## src/include/rename_cfg.svh

```systemverilog
`ifndef RENAME_CFG_SVH
`define RENAME_CFG_SVH

// Instructions renamed per cycle
`define SS_SIZE 2

// Architectural and physical register file sizes
`define NUM_GEN_REG 32
`define NUM_PHYS_REG 64

// Top physical tag, held by register 0 and never allocated
`define DUMMY_TAG (`NUM_PHYS_REG - 1)

// Branch snapshot slots
`define NUM_CHECKPOINTS 4

`endif

```

## src/logic/rename_pkg.sv

```systemverilog
`default_nettype none

`include "rename_cfg.svh"

package rename_pkg;

	typedef logic [$clog2(`NUM_GEN_REG)-1:0] gen_reg_t;
	typedef logic [$clog2(`NUM_PHYS_REG)-1:0] phys_tag_t;
	typedef logic [$clog2(`NUM_CHECKPOINTS)-1:0] branch_id_t;
	typedef logic [$clog2(`NUM_PHYS_REG):0] free_ptr_t; // Index plus wrap bit

	typedef struct packed {
		logic ready;
		phys_tag_t tag;
	} map_row_t;

	typedef map_row_t [`NUM_GEN_REG-1:0] map_t;

	// Power-up mapping: register i on tag i, register 0 on the dummy tag
	function automatic map_t reset_map();
		map_t rows;
		for (int r = 0; r < `NUM_GEN_REG; r++) begin
			rows[r].ready = 1'b1;
			rows[r].tag = phys_tag_t'(r);
		end
		rows[0].tag = phys_tag_t'(`DUMMY_TAG);
		return rows;
	endfunction

endpackage

`default_nettype wire

```

## src/logic/rename_if.sv

```systemverilog
`timescale 1ns/10ps
`default_nettype none

`include "rename_cfg.svh"

// Per-slot dispatch group between the top level, the map and the free list
interface dispatch_if import rename_pkg::*; ();
	logic [`SS_SIZE-1:0] enable; // Already gated by acceptance
	gen_reg_t [`SS_SIZE-1:0] reg_a;
	gen_reg_t [`SS_SIZE-1:0] reg_b;
	gen_reg_t [`SS_SIZE-1:0] reg_dest;
	phys_tag_t [`SS_SIZE-1:0] alloc_tag;
	logic [`SS_SIZE-1:0] available; // Bit i set when more than i tags are free
	logic [`SS_SIZE-1:0] take;

	modport renamer (input enable, reg_a, reg_b, reg_dest, alloc_tag, output take);
	modport supplier (input take, output alloc_tag, available);
	modport source (output enable, reg_a, reg_b, reg_dest, input alloc_tag, available);
endinterface

// Branch snapshot traffic
interface checkpoint_if import rename_pkg::*; ();
	logic save;
	branch_id_t save_id;
	logic restore;
	branch_id_t restore_id;
	map_t map_snapshot; // Map after this cycle's dispatch
	free_ptr_t head_snapshot;
	map_t restored_map;
	free_ptr_t restored_head;

	modport store (input save, save_id, restore_id, map_snapshot, head_snapshot,
		output restored_map, restored_head);
	modport renamer (input restore, restored_map, output map_snapshot);
	modport supplier (input restore, restored_head, output head_snapshot);
	modport control (output save, save_id, restore, restore_id);
endinterface

`default_nettype wire

```

## src/logic/tag_cam.sv

```systemverilog
`timescale 1ns/10ps
`default_nettype none

`include "rename_cfg.svh"

module tag_cam import rename_pkg::*; (
	input map_t rows,
	input logic [`SS_SIZE-1:0] cdb_valid,
	input phys_tag_t [`SS_SIZE-1:0] cdb_tag,
	output logic [`NUM_GEN_REG-1:0] hits
);

	logic [`SS_SIZE-1:0] match [`NUM_GEN_REG];

	// One comparator per row and bus slot
	for (genvar r = 0; r < `NUM_GEN_REG; r++) begin : g_row
		for (genvar s = 0; s < `SS_SIZE; s++) begin : g_slot
			assign match[r][s] = cdb_valid[s] && (rows[r].tag == cdb_tag[s]);
		end
		assign hits[r] = |match[r]; // Either bus slot wakes the row
	end

endmodule

`default_nettype wire

```

## src/logic/map_table.sv

```systemverilog
`timescale 1ns/10ps
`default_nettype none

`include "rename_cfg.svh"

module map_table import rename_pkg::*; (
	input logic clock,
	input logic reset,
	dispatch_if.renamer dispatch,
	checkpoint_if.renamer ckpt,
	input logic [`SS_SIZE-1:0] cdb_valid,
	input phys_tag_t [`SS_SIZE-1:0] cdb_tag,
	output phys_tag_t [`SS_SIZE-1:0] t1,
	output phys_tag_t [`SS_SIZE-1:0] t2,
	output phys_tag_t [`SS_SIZE-1:0] t_old,
	output logic [`SS_SIZE-1:0] t1_ready,
	output logic [`SS_SIZE-1:0] t2_ready
);

	map_t rows;
	map_t woken; // Rows after the completion bus
	map_t next_rows; // Rows after the completion bus and dispatch
	logic [`NUM_GEN_REG-1:0] hits;
	logic [`SS_SIZE-1:0] take;

	tag_cam tag_cam_i (
		.rows(rows),
		.cdb_valid(cdb_valid),
		.cdb_tag(cdb_tag),
		.hits(hits)
	);

	// Register 0 never takes a tag, so its row stays on the dummy tag
	always_comb begin
		for (int s = 0; s < `SS_SIZE; s++) begin
			take[s] = dispatch.enable[s] && (dispatch.reg_dest[s] != '0);
		end
	end

	assign dispatch.take = take;

	always_comb begin
		woken = rows;
		for (int r = 0; r < `NUM_GEN_REG; r++) begin
			if (hits[r])
				woken[r].ready = 1'b1;
		end
	end

	// Slots in program order, so a later slot sees an earlier slot's new mapping
	always_comb begin
		next_rows = woken;
		for (int s = 0; s < `SS_SIZE; s++) begin
			t1[s] = next_rows[dispatch.reg_a[s]].tag;
			t1_ready[s] = next_rows[dispatch.reg_a[s]].ready;
			t2[s] = next_rows[dispatch.reg_b[s]].tag;
			t2_ready[s] = next_rows[dispatch.reg_b[s]].ready;
			t_old[s] = next_rows[dispatch.reg_dest[s]].tag; // Freed when this slot retires
			if (take[s]) begin
				next_rows[dispatch.reg_dest[s]].ready = 1'b0;
				next_rows[dispatch.reg_dest[s]].tag = dispatch.alloc_tag[s];
			end
		end
	end

	assign ckpt.map_snapshot = next_rows;

	always_ff @(posedge clock) begin
		if (reset)
			rows <= reset_map();
		else if (ckpt.restore)
			rows <= ckpt.restored_map; // Mispredict drops bus and dispatch
		else
			rows <= next_rows;
	end

endmodule

`default_nettype wire

```

## src/logic/free_list.sv

```systemverilog
`timescale 1ns/10ps
`default_nettype none

`include "rename_cfg.svh"

module free_list import rename_pkg::*; (
	input logic clock,
	input logic reset,
	dispatch_if.supplier dispatch,
	checkpoint_if.supplier ckpt,
	input logic [`SS_SIZE-1:0] retire_valid,
	input phys_tag_t [`SS_SIZE-1:0] retire_tag
);

	localparam int IDX_W = $clog2(`NUM_PHYS_REG);

	phys_tag_t queue [`NUM_PHYS_REG];
	free_ptr_t head; // Oldest free tag
	free_ptr_t tail; // Next slot to fill
	free_ptr_t count;
	free_ptr_t next_head;
	free_ptr_t next_tail;
	free_ptr_t push_ptr [`SS_SIZE];

	assign count = tail - head; // Wrap bit tells full from empty

	always_comb begin
		for (int s = 0; s < `SS_SIZE; s++) begin
			dispatch.available[s] = count > free_ptr_t'(s);
		end
	end

	// A slot that takes nothing leaves its tag for the next slot
	always_comb begin
		next_head = head;
		for (int s = 0; s < `SS_SIZE; s++) begin
			dispatch.alloc_tag[s] = queue[next_head[IDX_W-1:0]];
			if (dispatch.take[s])
				next_head = next_head + 1'b1;
		end
	end

	assign ckpt.head_snapshot = next_head;

	always_comb begin
		next_tail = tail;
		for (int s = 0; s < `SS_SIZE; s++) begin
			push_ptr[s] = next_tail;
			if (retire_valid[s])
				next_tail = next_tail + 1'b1;
		end
	end

	always_ff @(posedge clock) begin
		if (reset) begin
			head <= '0;
			tail <= free_ptr_t'(`NUM_GEN_REG - 1);
			// Tags above the architectural set start free, except the dummy tag
			for (int i = 0; i < `NUM_GEN_REG - 1; i++) begin
				queue[i] <= phys_tag_t'(`NUM_GEN_REG + i);
			end
		end else begin
			// Retired tags stay free, so only the head rolls back
			head <= ckpt.restore ? ckpt.restored_head : next_head;
			tail <= next_tail;
			for (int s = 0; s < `SS_SIZE; s++) begin
				if (retire_valid[s])
					queue[push_ptr[s][IDX_W-1:0]] <= retire_tag[s];
			end
		end
	end

endmodule

`default_nettype wire

```

## src/logic/checkpoint_store.sv

```systemverilog
`timescale 1ns/10ps
`default_nettype none

`include "rename_cfg.svh"

module checkpoint_store import rename_pkg::*; (
	input logic clock,
	input logic reset,
	checkpoint_if.store ckpt
);

	map_t snap_map [`NUM_CHECKPOINTS];
	free_ptr_t snap_head [`NUM_CHECKPOINTS];

	// Slots not yet saved hold the power-up state
	always_ff @(posedge clock) begin
		if (reset) begin
			for (int c = 0; c < `NUM_CHECKPOINTS; c++) begin
				snap_map[c] <= reset_map();
				snap_head[c] <= '0;
			end
		end else if (ckpt.save) begin
			snap_map[ckpt.save_id] <= ckpt.map_snapshot;
			snap_head[ckpt.save_id] <= ckpt.head_snapshot;
		end
	end

	// Read port for the one-cycle restore
	assign ckpt.restored_map = snap_map[ckpt.restore_id];
	assign ckpt.restored_head = snap_head[ckpt.restore_id];

endmodule

`default_nettype wire

```

## src/logic/rename_unit.sv

```systemverilog
`timescale 1ns/10ps
`default_nettype none

`include "rename_cfg.svh"

module rename_unit import rename_pkg::*; (
	input logic clock,
	input logic reset,
	input logic group_valid,
	input logic [`SS_SIZE-1:0] enable,
	input gen_reg_t [`SS_SIZE-1:0] reg_a,
	input gen_reg_t [`SS_SIZE-1:0] reg_b,
	input gen_reg_t [`SS_SIZE-1:0] reg_dest,
	input logic [`SS_SIZE-1:0] cdb_valid,
	input phys_tag_t [`SS_SIZE-1:0] cdb_tag,
	input logic [`SS_SIZE-1:0] retire_valid,
	input phys_tag_t [`SS_SIZE-1:0] retire_tag,
	input logic branch_save,
	input branch_id_t save_id,
	input logic branch_incorrect,
	input branch_id_t branch_id,
	output logic ready,
	output phys_tag_t [`SS_SIZE-1:0] t1,
	output phys_tag_t [`SS_SIZE-1:0] t2,
	output logic [`SS_SIZE-1:0] t1_ready,
	output logic [`SS_SIZE-1:0] t2_ready,
	output phys_tag_t [`SS_SIZE-1:0] t_old,
	output phys_tag_t [`SS_SIZE-1:0] new_tag
);

	dispatch_if dispatch_bus ();
	checkpoint_if ckpt_bus ();

	logic [$clog2(`SS_SIZE):0] need; // Tags this group asks for
	logic accept;

	// Counted from the raw inputs, so ready never depends on itself
	always_comb begin
		need = '0;
		for (int s = 0; s < `SS_SIZE; s++) begin
			if (group_valid && enable[s] && (reg_dest[s] != '0))
				need = need + 1'b1;
		end
		ready = 1'b1;
		for (int s = 0; s < `SS_SIZE; s++) begin
			if ((s < need) && !dispatch_bus.available[s])
				ready = 1'b0;
		end
	end

	assign accept = group_valid && ready && !branch_incorrect; // Mispredict wins

	assign dispatch_bus.enable = enable & {`SS_SIZE{accept}};
	assign dispatch_bus.reg_a = reg_a;
	assign dispatch_bus.reg_b = reg_b;
	assign dispatch_bus.reg_dest = reg_dest;
	assign new_tag = dispatch_bus.alloc_tag;

	assign ckpt_bus.save = branch_save && accept;
	assign ckpt_bus.save_id = save_id;
	assign ckpt_bus.restore = branch_incorrect;
	assign ckpt_bus.restore_id = branch_id;

	map_table map_table_i (
		.clock(clock),
		.reset(reset),
		.dispatch(dispatch_bus),
		.ckpt(ckpt_bus),
		.cdb_valid(cdb_valid),
		.cdb_tag(cdb_tag),
		.t1(t1),
		.t2(t2),
		.t_old(t_old),
		.t1_ready(t1_ready),
		.t2_ready(t2_ready)
	);

	free_list free_list_i (
		.clock(clock),
		.reset(reset),
		.dispatch(dispatch_bus),
		.ckpt(ckpt_bus),
		.retire_valid(retire_valid),
		.retire_tag(retire_tag)
	);

	checkpoint_store checkpoint_store_i (
		.clock(clock),
		.reset(reset),
		.ckpt(ckpt_bus)
	);

endmodule

`default_nettype wire

```

## config.mk

```make
export PLATFORM = sky130hd
export DESIGN_NAME = rename_unit
export DESIGN_NICKNAME = d
export VERILOG_FILES = /design/src/logic/rename_pkg.sv /design/src/logic/rename_if.sv /design/src/logic/tag_cam.sv /design/src/logic/map_table.sv /design/src/logic/free_list.sv /design/src/logic/checkpoint_store.sv /design/src/logic/rename_unit.sv
export VERILOG_INCLUDE_DIRS = /design/src /design/src/include
export SDC_FILE = /design/constraint.sdc
export NUM_CORES = 2
export LEC_CHECK = 0
export BUFFER_PORTS_ARGS = -buffer_cell sky130_fd_sc_hd__buf_2
export CELL_PAD_IN_SITES_DETAIL_PLACEMENT = 1
export CELL_PAD_IN_SITES_GLOBAL_PLACEMENT = 2
export CORE_ASPECT_RATIO = 0.5
export CORE_MARGIN = 3
export CORE_UTILIZATION = 35
export CTS_CLUSTER_DIAMETER = 200
export DETAILED_ROUTE_END_ITERATION = 12
export GPL_TIMING_DRIVEN = 0
export PLACE_DENSITY = 0.65
export SKIP_CTS_REPAIR_TIMING = 1
export SYNTH_ARGS = -nofsm -noshare
export SYNTH_HDL_FRONTEND = slang
export SYNTH_SLANG_ARGS = --single-unit
export TNS_END_PERCENT = 1
```

## constraint.sdc

```tcl
create_clock -name clock -period 52.4 [get_ports clock]
set_input_delay 5.24 -clock clock [delete_from_list [all_inputs] [get_ports clock]]
set_output_delay 5.24 -clock clock [all_outputs]
set_load 0.01 [all_outputs]
```

==> results_dict.tcl <==
set metrics [dict create \
    path_max_fanout 10 \
    instances_no_fill 11817 \
    period_minus_slack_ns 18.13 \
    drive_gt1_share_pct 17.3 \
    ios 122 \
    synth.top_cell.area_share_pct 43.0 \
    multiInputGateArea_sq_um 44300 \
    fmax_mhz 55.2 \
    cts_sinks 1546 \
    synth-seq-cells 1546 \
    detail_route.first_pass.iterations 8 \
    num_rows 131 \
    vias 82900 \
    grt_remaining_overflow 0 \
    clock_latency_ns 0.90 \
    maxSlewViolCount 226 \
    layout_commonest_cell "edfxtp_1" \
    synth_edf_count 1308 \
    netlist_area_sq_um 91300 \
    arrival_ns 12.89 \
    num-nets-final 8290 \
    routed_via_density 7.02 \
    grt_first_pass_wirelength_microns 786000 \
    initial_core_util_pct 35.5 \
    failed_checks "capacitance limit, slew limit" \
    finalCritPeriodShare_pct 34.6 \
    yosysSeqAreaShare_pct 48.3 \
    post_dp_cell_area_sq_um 97900 \
    rsz0062_at_grt "false" \
    final_area_sq_um 103000 \
    power_mw 3.38 \
    clk_path_buf_depth 4 \
    placed_cells 11498 \
    syn_nets 7962 \
    final_core_util_pct 40.1 \
    die_x_microns 728 \
    route.antenna.remaining_nets 0 \
    synthFlopType "edfxtp_1" \
    netlist_instances 7882 \
    ys_async_sr_fraction_pct 0 \
    fill_cells 27505 \
    critPathSlowestCell "a2111oi_4" \
    drt_wl_total_microns 606000 \
    cts_root_buf "clkbuf_16" \
    synth.distinct_cells 77 \
    io_buffers 76 \
    grt_max_degree 52 \
    holdWs_ns 0.646 \
    regArea_sq_um 44000 \
    yosys.area.top_type "edfxtp_1" \
    slew_headroom_pct -15.3 \
    gp_congestion 1.09 \
    setup_viol 0 \
    skew_ns 0.103 \
    syn_area_per_cell_sq_um 11.6 \
    cts-htree-levels 4 \
    grt_use_total_pct 44.2 \
    worst_pin_slew_ns 1.72 \
    setup_ws_ns 34.27 \
    required_ns 47.16 \
    crit_chain "buf_2, or3_1, clkbuf_1, o21ai_2, a2111oi_4, a21oi_2, mux2_2, o21ai_2, clkbuf_1, a32oi_1, nand4_1, a41oi_2, nor2_1, buf_2, buf_2, inv_1, buf_2" \
    dieArea_sq_um 267000 \
    synth_area_leaders "edfxtp_1, mux4_2, dfxtp_1" \
    hold_violations 0 \
    leakagePower_nw 30.3 \
    hpwlAfterDp_microns 471000 \
    end_kind "output port" \
    worstSetupPathType "in2out" \
    slowest_delay_ns 1.16 \
    crit_path_frequent_cell "buf_2" \
    die_h_microns 367 \
    drcViolationCount 0 \
    antenna_found_initial 82 \
    fin_tns_setup_ns 0 \
    drtIter0Drc 14435 \
    cts_tree "done" \
    grt_pass1_vias 78959 \
    layout_common_cells "edfxtp_1, nand2_1, mux4_2, clkbuf_1, a211oi_1" \
    core_sq_um 257000 \
    cts-buffers-inserted 162 \
    start_kind "input pin" \
    yosys_warnings 0 \
    holdCritPathClass "reg2reg" \
    dpl_worst_slack_ns 34.62 \
    synthToLayoutAreaGrowth_pct 13.0 \
    post_drt_wl_per_cell_microns 51.3 \
    outcome "finished with violations" \
    cap_violations 28 \
    p_per_area_nw_per_um2 32.8 \
    irDropWorstVdd_mv 0.0242 \
    clkTransAtPathRegs_ns 0.07 \
]
[sequential cells by signal (all words and copies together) (netlist names)]
signal	flops
checkpoint_store_i.snap_head	28
checkpoint_store_i.snap_map	896
free_list_i.head	7
free_list_i.queue	384
free_list_i.tail	7
map_table_i.rows	224
[layer usage]
layer / share of wire (%) / track usage, % / up-vias
met5: 0.098 / 0.249 / -
met4: 5.6 / 20.0 / 35
met3: 14 / 17.6 / 1297
met2: 40 / 60.9 / 6364
met1: 40 / 60.5 / 43973
li1: - / - / 31231
[cells by family (layout without fill, tap and decap cells)]
family	after synthesis	in the layout	synth area share (%)
AOI/OAI and AO/OA	1775	1775	13.1
xor gates and xnor gates	414	414	3.99
adders and majority gates	11	11	0.159
buffers and inverters	833	1283	3.70
DFF	1546	1546	48.3
muxes	1027	1027	19.9
other	0	27	0
and+or+nand+nor	2276	2276	10.9
[synth_stat cells, types with 8 or more instances]
| cell | n |
|---|---|
| a2111oi_2 | 8 |
| a211oi_1 | 453 |
| a21oi_1 | 207 |
| a221oi_1 | 11 |
| a22o_1 | 27 |
| a22oi_1 | 106 |
| a31oi_1 | 15 |
| a32oi_1 | 82 |
| and2_0 | 8 |
| and2_1 | 45 |
| and3_1 | 17 |
| buf_1 | 110 |
| buf_2 | 134 |
| buf_4 | 17 |
| clkbuf_1 | 525 |
| dfxtp_1 | 238 |
| edfxtp_1 | 1308 |
| ha_1 | 10 |
| inv_1 | 32 |
| mux2_2 | 123 |
| mux2i_1 | 289 |
| mux4_2 | 615 |
| nand2_1 | 1234 |
| nand2b_1 | 31 |
| nand3_1 | 122 |
| nand3b_1 | 11 |
| nand4_1 | 100 |
| nor2_1 | 437 |
| nor2b_1 | 10 |
| nor3_1 | 109 |
| nor3_2 | 22 |
| nor3b_1 | 17 |
| nor4_1 | 74 |
| o2111ai_1 | 13 |
| o211ai_1 | 96 |
| o21ai_0 | 422 |
| o21ai_1 | 22 |
| o221ai_1 | 21 |
| o22a_1 | 25 |
| o22ai_1 | 105 |
| o31ai_1 | 124 |
| or2_2 | 9 |
| or3_1 | 14 |
| xnor2_1 | 211 |
| xor2_1 | 202 |
[final timing paths]
| path | start | end | slack, ns | cells past startpoint |
|---|---|---|---|---|
| max | reg_dest[3] | new_tag[9] | 34.27 | 17 |
| max reg2reg | free_list_i.head[1] | map_table_i.rows[115] | 41.75 | 19 |
| min | checkpoint_store_i.snap_map[2][184] | map_table_i.rows[184] | 0.65 | 3 |
| min reg2reg | checkpoint_store_i.snap_map[2][184] | map_table_i.rows[184] | 0.65 | 3 |
[final cells by class]
type                       count  share of cell area [%]
timing repair buffer         164                    1.92
inverter                      45                   0.164
clock inverter                67                   0.593
buffer                       788                    3.17
antenna                       27                  0.0655
tap                         3458                    4.20
clock buffer                 219                    4.26
multi-input combinational   5503                    42.9
sequential                  1546                    42.7
[worst max-delay path: cells and delay by family]
family / cells / cell delay [ns]
buffers and inverters: 7 / 2.62
multiplexers: 1 / 0.43
AND/OR/NAND/NOR: 3 / 1.05
AO/OA/AOI/OAI: 6 / 3.45
[where the power goes]
| part | switching (mW) | leakage, nW | total (mW) | internal [mW] |
|---|---|---|---|---|
| clock network | 0.551 | 2.43 | 1.18 | 0.631 |
| registers | 0.0702 | 13.2 | 1.44 | 1.37 |
| logic | 0.578 | 14.6 | 0.765 | 0.187 |
Power figures use the tool's default switching activity.
